File: src/cpu_pkg.sv
package cpu_pkg;

    localparam int data_w    = 8;
    localparam int reg_cnt   = 16;
    localparam int reg_idx_w = 4;

    // Opcodes 8 to 15 are not decoded and run as no-ops.
    localparam logic [3:0] op_jmp  = 4'd0;
    localparam logic [3:0] op_lod  = 4'd1;
    localparam logic [3:0] op_str  = 4'd2;
    localparam logic [3:0] op_add  = 4'd3;
    localparam logic [3:0] op_addi = 4'd4;
    localparam logic [3:0] op_lodi = 4'd5;
    localparam logic [3:0] op_nand = 4'd6;
    localparam logic [3:0] op_jeqz = 4'd7;

    // Three register fields after the opcode.
    typedef struct packed {
        logic [3:0]           op;
        logic [reg_idx_w-1:0] rd;
        logic [reg_idx_w-1:0] rs;
        logic [reg_idx_w-1:0] rt;
    } inst_reg_t;

    // Destination register and an 8-bit constant, used by JMP and LODI.
    typedef struct packed {
        logic [3:0]           op;
        logic [reg_idx_w-1:0] rd;
        logic [data_w-1:0]    imm;
    } inst_imm_t;

    // The high byte sits at the program counter, the low byte one above it.
    typedef union packed {
        inst_reg_t r;
        inst_imm_t i;
    } inst_u;

endpackage

File: src/fetch.sv
`timescale 1ns/1ps

module fetch (
    input  logic                        clk,
    input  logic                        rst,
    input  logic                        en,
    input  logic [cpu_pkg::data_w-1:0]  pc,
    input  logic [cpu_pkg::data_w-1:0]  data_in,
    input  logic                        mem_ready,
    output logic                        mem_req,
    output logic [cpu_pkg::data_w-1:0]  addr,
    output cpu_pkg::inst_u              inst,
    output logic                        ready
);

    logic second; // High byte is in, the low byte is being read.

    // Keep asking for the bus until both bytes have arrived.
    assign mem_req = en && !ready;
    assign addr    = second ? pc + 8'd1 : pc;

    always_ff @(posedge clk) begin
        if (rst || !en) begin
            // A read still in flight returns while en is low and is dropped.
            second <= 1'b0;
            ready  <= 1'b0;
        end else if (!ready && mem_ready) begin
            if (!second) begin
                second <= 1'b1;
            end else begin
                ready <= 1'b1;
            end
        end
    end

    // Each returning byte lands in its half of the instruction word.
    always_ff @(posedge clk) begin
        if (en && !ready && mem_ready) begin
            if (!second) begin
                {inst.i.op, inst.i.rd} <= data_in;
            end else begin
                inst.i.imm <= data_in;
            end
        end
    end

endmodule

File: src/decode.sv
`timescale 1ns/1ps

module decode (
    input  logic                          clk,
    input  logic                          en,
    input  cpu_pkg::inst_u                inst,
    output logic [3:0]                    op,
    output logic [cpu_pkg::reg_idx_w-1:0] rd,
    output logic [cpu_pkg::reg_idx_w-1:0] rs,
    output logic [cpu_pkg::reg_idx_w-1:0] rt,
    output logic [cpu_pkg::data_w-1:0]    imm,
    output logic                          ready
);

    logic wide_imm;

    // JMP and LODI carry a full byte, ADDI only the 4-bit rt field.
    assign wide_imm = inst.r.op == cpu_pkg::op_jmp || inst.r.op == cpu_pkg::op_lodi;

    always_ff @(posedge clk) begin
        ready <= en; // Fields are valid one cycle after en.
        if (en && !ready) begin
            op <= inst.r.op;
            rd <= inst.r.rd;
            rs <= inst.r.rs;
            rt <= inst.r.rt;
            if (wide_imm) begin
                imm <= inst.i.imm;
            end else begin
                imm <= {4'b0000, inst.r.rt};
            end
        end
    end

endmodule

File: src/exec.sv
`timescale 1ns/1ps

module exec (
    input  logic                        clk,
    input  logic                        en,
    input  logic [3:0]                  op,
    input  logic [cpu_pkg::data_w-1:0]  a,
    input  logic [cpu_pkg::data_w-1:0]  b,
    input  logic [cpu_pkg::data_w-1:0]  imm,
    input  logic                        mem_ready,
    input  logic [cpu_pkg::data_w-1:0]  mem_data_in,
    output logic [cpu_pkg::data_w-1:0]  val,
    output logic [cpu_pkg::data_w-1:0]  mem_addr,
    output logic [cpu_pkg::data_w-1:0]  mem_data_out,
    output logic                        mem_req,
    output logic                        mem_we,
    output logic [cpu_pkg::data_w-1:0]  pc_out,
    output logic                        flush,
    output logic                        ready
);

    logic started;
    logic is_mem;

    assign is_mem = op == cpu_pkg::op_lod || op == cpu_pkg::op_str;

    // The bus request goes out in the cycle after en, never in the first one.
    assign mem_req      = en && started && !ready && is_mem;
    assign mem_we       = op == cpu_pkg::op_str;
    assign mem_addr     = (op == cpu_pkg::op_lod) ? a + b : b; // STR stores a at b.
    assign mem_data_out = a;

    always_ff @(posedge clk) begin
        if (!en) begin
            started <= 1'b0;
            ready   <= 1'b0;
            flush   <= 1'b0;
        end else if (!started) begin
            started <= 1'b1;
            ready   <= !is_mem;
            flush   <= 1'b0;
            case (op)
                cpu_pkg::op_add: begin
                    val <= a + b;
                end
                cpu_pkg::op_addi: begin
                    val <= a + imm;
                end
                cpu_pkg::op_nand: begin
                    val <= ~(a & b);
                end
                cpu_pkg::op_lodi: begin
                    val <= imm;
                end
                cpu_pkg::op_jmp: begin
                    pc_out <= imm;
                    flush  <= 1'b1;
                end
                cpu_pkg::op_jeqz: begin
                    pc_out <= b;
                    flush  <= (a == '0); // Taken only for a zero register.
                end
                default: begin
                end
            endcase
        end else if (!ready && mem_ready) begin
            // Read data is on the bus in the same cycle as the ready strobe.
            if (op == cpu_pkg::op_lod) begin
                val <= mem_data_in;
            end
            ready <= 1'b1;
        end
    end

endmodule

File: src/writeback.sv
`timescale 1ns/1ps

module writeback (
    input  logic                                               clk,
    input  logic                                               rst,
    input  logic                                               en,
    input  logic [3:0]                                         op,
    input  logic [cpu_pkg::reg_idx_w-1:0]                      rd,
    input  logic [cpu_pkg::data_w-1:0]                         val,
    output logic [cpu_pkg::reg_cnt-1:0][cpu_pkg::data_w-1:0]   regs,
    output logic                                               ready
);

    logic writes_rd;

    // Only these opcodes produce a register result.
    assign writes_rd = op == cpu_pkg::op_add  ||
                       op == cpu_pkg::op_addi ||
                       op == cpu_pkg::op_nand ||
                       op == cpu_pkg::op_lod  ||
                       op == cpu_pkg::op_lodi;

    always_ff @(posedge clk) begin
        if (rst) begin
            regs  <= '0;
            ready <= 1'b0;
        end else begin
            ready <= en;
            if (en && !ready && writes_rd) begin
                regs[rd] <= val; // Visible to the top when ready rises.
            end
        end
    end

endmodule

File: src/mem_if.sv
`timescale 1ns/1ps

module mem_if #(
    parameter int CLIENT_CNT = 2
) (
    input  logic                                   clk,
    input  logic                                   rst,
    input  logic [CLIENT_CNT-1:0]                  requests,
    input  logic [CLIENT_CNT-1:0]                  wes,
    input  logic [CLIENT_CNT*cpu_pkg::data_w-1:0]  addrs,
    input  logic [CLIENT_CNT*cpu_pkg::data_w-1:0]  data_outs,
    output logic [CLIENT_CNT-1:0]                  readies,
    output logic [cpu_pkg::data_w-1:0]             addr,
    output logic [cpu_pkg::data_w-1:0]             data_out,
    output logic                                   we
);

    logic [CLIENT_CNT-1:0] grant; // One-hot grant of the client served in the last cycle.
    logic [CLIENT_CNT-1:0] pick;

    // No new grant in a ready cycle, so each access takes two cycles.
    always_comb begin
        pick = '0;
        if (grant == '0) begin
            for (int i = 0; i < CLIENT_CNT; i++) begin
                if (requests[i]) begin
                    pick    = '0;
                    pick[i] = 1'b1; // Later clients override earlier ones.
                end
            end
        end
    end

    always_comb begin
        addr     = '0;
        data_out = '0;
        we       = 1'b0;
        for (int i = 0; i < CLIENT_CNT; i++) begin
            if (pick[i]) begin
                addr     = addrs[i*cpu_pkg::data_w +: cpu_pkg::data_w];
                data_out = data_outs[i*cpu_pkg::data_w +: cpu_pkg::data_w];
                we       = wes[i];
            end
        end
    end

    always_ff @(posedge clk) begin
        if (rst) begin
            grant <= '0;
        end else begin
            grant <= pick;
        end
    end

    assign readies = grant;

endmodule

File: src/eightbit.sv
`timescale 1ns/1ps

module eightbit (
    input  logic                        clk,
    input  logic                        rst,
    input  logic [cpu_pkg::data_w-1:0]  data_in,
    output logic [cpu_pkg::data_w-1:0]  data_out,
    output logic [cpu_pkg::data_w-1:0]  addr,
    output logic                        we
);

    logic [cpu_pkg::data_w-1:0] pc;
    logic [cpu_pkg::reg_cnt-1:0][cpu_pkg::data_w-1:0] regs;

    logic                       fetch_en;
    logic                       fetch_ready;
    logic                       fetch_mem_req;
    logic                       fetch_mem_ready;
    logic [cpu_pkg::data_w-1:0] fetch_addr;
    cpu_pkg::inst_u             fetch_inst;

    logic                          decode_en;
    logic                          decode_ready;
    cpu_pkg::inst_u                decode_inst;
    logic [3:0]                    decode_op;
    logic [cpu_pkg::reg_idx_w-1:0] decode_rd;
    logic [cpu_pkg::reg_idx_w-1:0] decode_rs;
    logic [cpu_pkg::reg_idx_w-1:0] decode_rt;
    logic [cpu_pkg::data_w-1:0]    decode_imm;

    logic                          exec_en;
    logic                          exec_ready;
    logic [3:0]                    exec_op;
    logic [cpu_pkg::reg_idx_w-1:0] exec_rd;
    logic [cpu_pkg::data_w-1:0]    exec_a;
    logic [cpu_pkg::data_w-1:0]    exec_b;
    logic [cpu_pkg::data_w-1:0]    exec_imm;
    logic [cpu_pkg::data_w-1:0]    exec_val;
    logic [cpu_pkg::data_w-1:0]    exec_pc_out;
    logic                          exec_flush;
    logic [cpu_pkg::data_w-1:0]    exec_mem_addr;
    logic [cpu_pkg::data_w-1:0]    exec_mem_data_out;
    logic                          exec_mem_req;
    logic                          exec_mem_we;
    logic                          exec_mem_ready;

    logic                          wb_en;
    logic                          wb_ready;
    logic [3:0]                    wb_op;
    logic [cpu_pkg::reg_idx_w-1:0] wb_rd;
    logic [cpu_pkg::data_w-1:0]    wb_val;

    logic                          uses_rd;
    logic [cpu_pkg::data_w-1:0]    sel_a;
    logic [cpu_pkg::data_w-1:0]    sel_b;

    // Stores and branches read rd as their first operand.
    assign uses_rd = decode_op == cpu_pkg::op_str ||
                     decode_op == cpu_pkg::op_jmp ||
                     decode_op == cpu_pkg::op_jeqz;
    assign sel_a = uses_rd ? regs[decode_rd] : regs[decode_rs];
    assign sel_b = uses_rd ? regs[decode_rs] : regs[decode_rt];

    fetch u_fetch (
        .clk(clk), .rst(rst), .en(fetch_en), .pc(pc), .data_in(data_in),
        .mem_ready(fetch_mem_ready), .mem_req(fetch_mem_req), .addr(fetch_addr),
        .inst(fetch_inst), .ready(fetch_ready)
    );

    decode u_decode (
        .clk(clk), .en(decode_en), .inst(decode_inst), .op(decode_op),
        .rd(decode_rd), .rs(decode_rs), .rt(decode_rt), .imm(decode_imm),
        .ready(decode_ready)
    );

    exec u_exec (
        .clk(clk), .en(exec_en), .op(exec_op), .a(exec_a), .b(exec_b), .imm(exec_imm),
        .mem_ready(exec_mem_ready), .mem_data_in(data_in), .val(exec_val),
        .mem_addr(exec_mem_addr), .mem_data_out(exec_mem_data_out),
        .mem_req(exec_mem_req), .mem_we(exec_mem_we), .pc_out(exec_pc_out),
        .flush(exec_flush), .ready(exec_ready)
    );

    writeback u_writeback (
        .clk(clk), .rst(rst), .en(wb_en), .op(wb_op), .rd(wb_rd), .val(wb_val),
        .regs(regs), .ready(wb_ready)
    );

    // Exec is client 1 and wins over instruction fetch.
    mem_if #(.CLIENT_CNT(2)) u_mem_if (
        .clk(clk), .rst(rst),
        .requests({exec_mem_req, fetch_mem_req}),
        .wes({exec_mem_we, 1'b0}),
        .addrs({exec_mem_addr, fetch_addr}),
        .data_outs({exec_mem_data_out, 8'h00}),
        .readies({exec_mem_ready, fetch_mem_ready}),
        .addr(addr), .data_out(data_out), .we(we)
    );

    always_ff @(posedge clk) begin
        if (rst) begin
            pc        <= '0;
            fetch_en  <= 1'b0;
            decode_en <= 1'b0;
            exec_en   <= 1'b0;
            wb_en     <= 1'b0;
        end else begin
            if (!fetch_en) begin
                fetch_en <= 1'b1; // One low cycle is enough to idle fetch.
            end
            if (fetch_en && fetch_ready && !decode_en) begin
                decode_inst <= fetch_inst;
                pc          <= pc + 8'd2;
                fetch_en    <= 1'b0;
                decode_en   <= 1'b1;
            end
            // Waiting for writeback keeps operand reads behind the last commit.
            if (decode_en && decode_ready && !exec_en && !wb_en) begin
                exec_op   <= decode_op;
                exec_rd   <= decode_rd;
                exec_a    <= sel_a;
                exec_b    <= sel_b;
                exec_imm  <= decode_imm;
                exec_en   <= 1'b1;
                decode_en <= 1'b0;
            end
            if (wb_en && wb_ready) begin
                wb_en <= 1'b0;
            end
            if (exec_en && exec_ready) begin
                exec_en <= 1'b0;
                if (exec_flush) begin
                    // Comes last so it overrides a capture in the same cycle.
                    pc        <= exec_pc_out;
                    fetch_en  <= 1'b0;
                    decode_en <= 1'b0;
                end else begin
                    wb_op  <= exec_op;
                    wb_rd  <= exec_rd;
                    wb_val <= exec_val;
                    wb_en  <= 1'b1;
                end
            end
        end
    end

endmodule

File: config.mk
export PLATFORM = sky130hd
export DESIGN_NAME = eightbit
export DESIGN_NICKNAME = d
export VERILOG_FILES = /design/src/cpu_pkg.sv /design/src/fetch.sv /design/src/decode.sv /design/src/exec.sv /design/src/writeback.sv /design/src/mem_if.sv /design/src/eightbit.sv
export SDC_FILE = /design/constraint.sdc
export NUM_CORES = 1
export LEC_CHECK = 0
export BUFFER_PORTS_ARGS = -buffer_cell sky130_fd_sc_hd__buf_2
export CAP_MARGIN = 30
export CORE_MARGIN = 10
export CORE_UTILIZATION = 30
export CTS_BUF_LIST = sky130_fd_sc_hd__clkbuf_16
export DETAILED_ROUTE_END_ITERATION = 10
export PLACE_DENSITY = 0.53
export SLEW_MARGIN = 20
export SYNTH_ARGS = -nofsm -noshare
export SYNTH_HDL_FRONTEND = slang
export SYNTH_HIERARCHICAL = 1
export SYNTH_SLANG_ARGS = --single-unit
File: constraint.sdc
create_clock -name clk -period 2.6 [get_ports clk]
set_input_delay 0.13 -clock clk [delete_from_list [all_inputs] [get_ports clk]]
set_output_delay 0.13 -clock clk [all_outputs]
set_load 0.02 [all_outputs]
==> summary.md <==
| Metric | Value |
|---|---|
| Number of max-cap violations | 0 |
| Async SR Flop Fraction | 0 |
| Max clock buf depth | 3 |
| # port buffers | 26 |
| Num CTS Buffers | 29 |
| Gr ovfl total | 0 |
| CTS tree | done |
| Hold Path Class | in2reg |
| First-pass GRT wire length | slightly below 70000 um |
| # fillers | 4934 |
| Failing checks | negative setup slack |
| Routed wire per std cell | ~22 um |
| Synthesized area per cell | roughly 12 um2 |
| DRT Pass-1 Iters | 5 |
| Mapped cell area | 0.01509 mm2 |
| Slew headroom | 0.3675 |
| Pins over their slew limit | 0 |
| Tcrit/Tclk final | 1.133 |
| Worst hold margin | 312.9 ps |
| H-tree depth | 1 |
| Initial Util | 0.3019 |
| Clk_lat worst skew | 570 ps |
| Setup violators final | 5 |
| Largest net degree at the start of global routing | 93 |
| Clock skew | roughly 13 ps |
| Mux share of post-synthesis cell area | 0.2408 |
| Sum Neg Setup Slack | -768.5 ps |
| Sink Count | 265 |
| Hold Fails Final Rpt | 0 |
| Main flop type after synthesis | dfxtp_1 |
| Actual slew at the worst max-slew pin | between 900 and 1000 ps |
| Area of the die | a little under 0.06 mm2 |
| Register Area | 0.006466 mm2 |
| Final min period | between 2000 and 3000 ps |
| Adder-cell area share of the yosys netlist | 0.01675 |
| Post-DP HPWL | 30460 um |
| Initial antenna violation count | 0 |
| Total GRT Usage | 0.1457 |
| Die width | 244.3 um |
| Chip Height | about 240 um |
| Place WS | 20.15 ps |
| Vias in the first global route | 10.34k |
| Area leader, netlist | edfxtp_1 |
| Crit. End Element | output port |
| Compound-gate portion of the synthesized area | 0.07605 |
| Antenna viol nets, final | 0 |
| Gpl congestion | 0.9193 |
| Startpoint Class | flip-flop |
| WP data arrival | ~2800 ps |
| Io pins | 27 |
| Crit path max fanout | 4 |
| Crit path kind | reg2out |
| Outcome | finished with violations |
| Post-Synthesis Cells | 1261 |
| Largest cells by area after synthesis | edfxtp_1 23%, dfxtp_1 20%, mux2i_1 13%, mux4_2 9.3%, nand2b_1 5.9% |
| RSZ-0062 raised after global routing | yes |
| PwrDens | 486.0 mW/mm2 |
| Synth top area share | 0.2309 |
| Cell leakage power | about 6.8 nW |
| Area grow syn2layout | 14.34% |
| Post-synth EDFFs | between 100 and 150 |
| Clk pin slew, worst setup/hold paths | about 60 ps |
| Max Freq | 0.3395 GHz |
| Worst Path Required | 2470 ps |
| Netlist cell types | 77 |
| Worst vdd ir | 0.4378 mV |
| FP Rows | 82 |
| Worst Setup Slack, final | -345.8 ps |
| Register area share after synthesis | 0.4286 |
| Total power | 8.383 mW |
| Layout cells sized above 1 | 0.2181 |
| Iteration-0 DRC Markers | about 780 |
| Total Wirelength | roughly 44000 um |
| Fin util | 0.3452 |
| Diodes inserted | 0 |
| Synth warn | 6 |
| Largest family of logic cells by synthesized area | multiplexers |
| Xor/xnor cell area share of the yosys netlist | 0.01277 |
| Core footprint | 0.04997 mm2 |
| Vias | 10.41k |
| Multi-input logic area | 0.008133 mm2 |
| Vias per cell | between 5 and 6 |
| Clock root buffer | clkbuf_16 |
| DRC viols | 0 |
| Seq cells post-synth | roughly 270 |
| Synth Area in Simple Gates | 0.1820 |
| Final #Nets | 1333 |
-- critical path, stage by stage (launching register included) --
cell and delay (ps):
edfxtp_1 400, ha_2 210, inv_2 70, fa_2 240, nor2b_4 50, o31a_1 270, o21a_1 220, o21a_1 190
o31ai_2 200, nand2_1 110, a21oi_2 150, buf_6 140
-- cell usage in the layout, fill, tap and decap left out, drive strengths merged, types with 7 or more instances in the layout --
cell type and count:
inv 22, mux2i 198, a211oi 14, dlygate4sd3 9, nor3 17, ha 17
nor2b 16, nand4 34, buf 94, nor2 29, mux4 64, dfxtp 149
xnor2 9, xor2 13, mux2 18, nor4b 7, conb 9, clkbuf 31
a21oi 32, o21ai 18, nand2b 142, nand2 73, nand3 22, nand3b 17
clkinv 10, a22oi 65, and3 8, edfxtp 116, and2 7
-- metrics by stage --
step,cells,cell area (um2)
after CTS,1992,17140
after detailed placement,1924,16030
after floorplan,1269,15120
after global placement,1923,16020
final,1997,17250
after global routing,1997,17250
-- flip-flops by register name, indices dropped and copies added, names as in the netlist, 2 cells and up --
| register | count |
|---|---|
| decode_inst | 16 |
| exec_a | 8 |
| exec_b | 8 |
| exec_imm | 8 |
| exec_op | 4 |
| exec_rd | 4 |
| pc | 8 |
| u_decode/imm | 8 |
| u_decode/op | 4 |
| u_decode/rd | 4 |
| u_decode/rs | 4 |
| u_exec/pc_out | 8 |
| u_exec/val | 8 |
| u_fetch/inst | 16 |
| u_mem_if/readies | 2 |
| u_writeback/regs | 128 |
| wb_op | 4 |
| wb_rd | 4 |
| wb_val | 8 |
-- layer usage --
metal  share of wire  vias to the layer above  GRT usage
met1            0.46                     5267     0.1990
met5               0                        -          0
li1                -                     4821          -
met3           0.045                       69    0.01700
met2            0.47                      248     0.2367
met4           0.027                        0    0.04658
-- final timing paths --
| kind | start | to | slack (ps) | cells past startpoint |
|---|---|---|---|---|
| min reg2reg | decode_en$_SDFF_PP0_ | u_decode/ready$_DFF_P_ | 410 | 0 |
| min | data_in[3] | u_fetch/inst[11]$_DFFE_PP_ | 310 | 2 |
| max reg2reg | exec_a[0]$_DFFE_PP_ | u_exec/val[2]$_DFFE_PP_ | 110 | 10 |
| max | exec_a[0]$_DFFE_PP_ | addr[6] | -350 | 11 |
-- synthesized netlist by cell type (9+ instances only) --
master	n
a211oi_1	13
a21oi_1	22
a21oi_2	10
a22oi_1	65
buf_2	25
buf_4	16
buf_6	14
clkbuf_1	41
dfxtp_1	149
edfxtp_1	116
ha_1	17
inv_1	12
mux2_2	18
mux2i_1	198
mux4_2	62
nand2_1	72
nand2b_1	142
nand3_1	19
nand3b_1	17
nand4_1	19
nand4_4	15
nor2_1	29
nor2b_1	15
nor3_1	11
o21ai_0	17
xnor2_1	9
xor2_1	13
-- area by class of cell --
cell class | count | share of cell area
Clock buffer | 30 | 0.04352
Clock inverter | 22 | 0.007326
Inverter | 12 | 0.002611
Multi-Input combinational cell | 892 | 0.4715
Sequential cell | 265 | 0.3748
Tap cell | 672 | 0.04874
Timing Repair Buffer | 104 | 0.05150
-- kinds of logic (layout without fill, tap and decap cells) --
kind of cell,count (synthesis),in the layout
adders and majority gates,19,19
xor gates and xnor gates,22,22
and+or+nand+nor,403,403
buffers and inverters,112,168
DFF,265,265
other,1,9
muxes,280,280
AOI/OAI and AO/OA,159,159
-- where the power goes --
part | total (mW) | internal (mW) | switching (mW)
logic | 0.186 | 0.0723 | 0.114
clock network | 3.87 | 2.17 | 1.70
registers | 4.33 | 4.32 | 0.00535
total | 8.38 | 6.56 | 1.82
-- timing repair --
item,4_1_cts,5_1_grt
setup buffers,7,5
hold buffers,9,0
pin swaps,7,4
cloned,0,1
resized for setup,31,14
endpoints found under the setup margin,12,17
endpoints found under the hold margin,32,0
No activity file was read; power rests on OpenSTA's default activity.
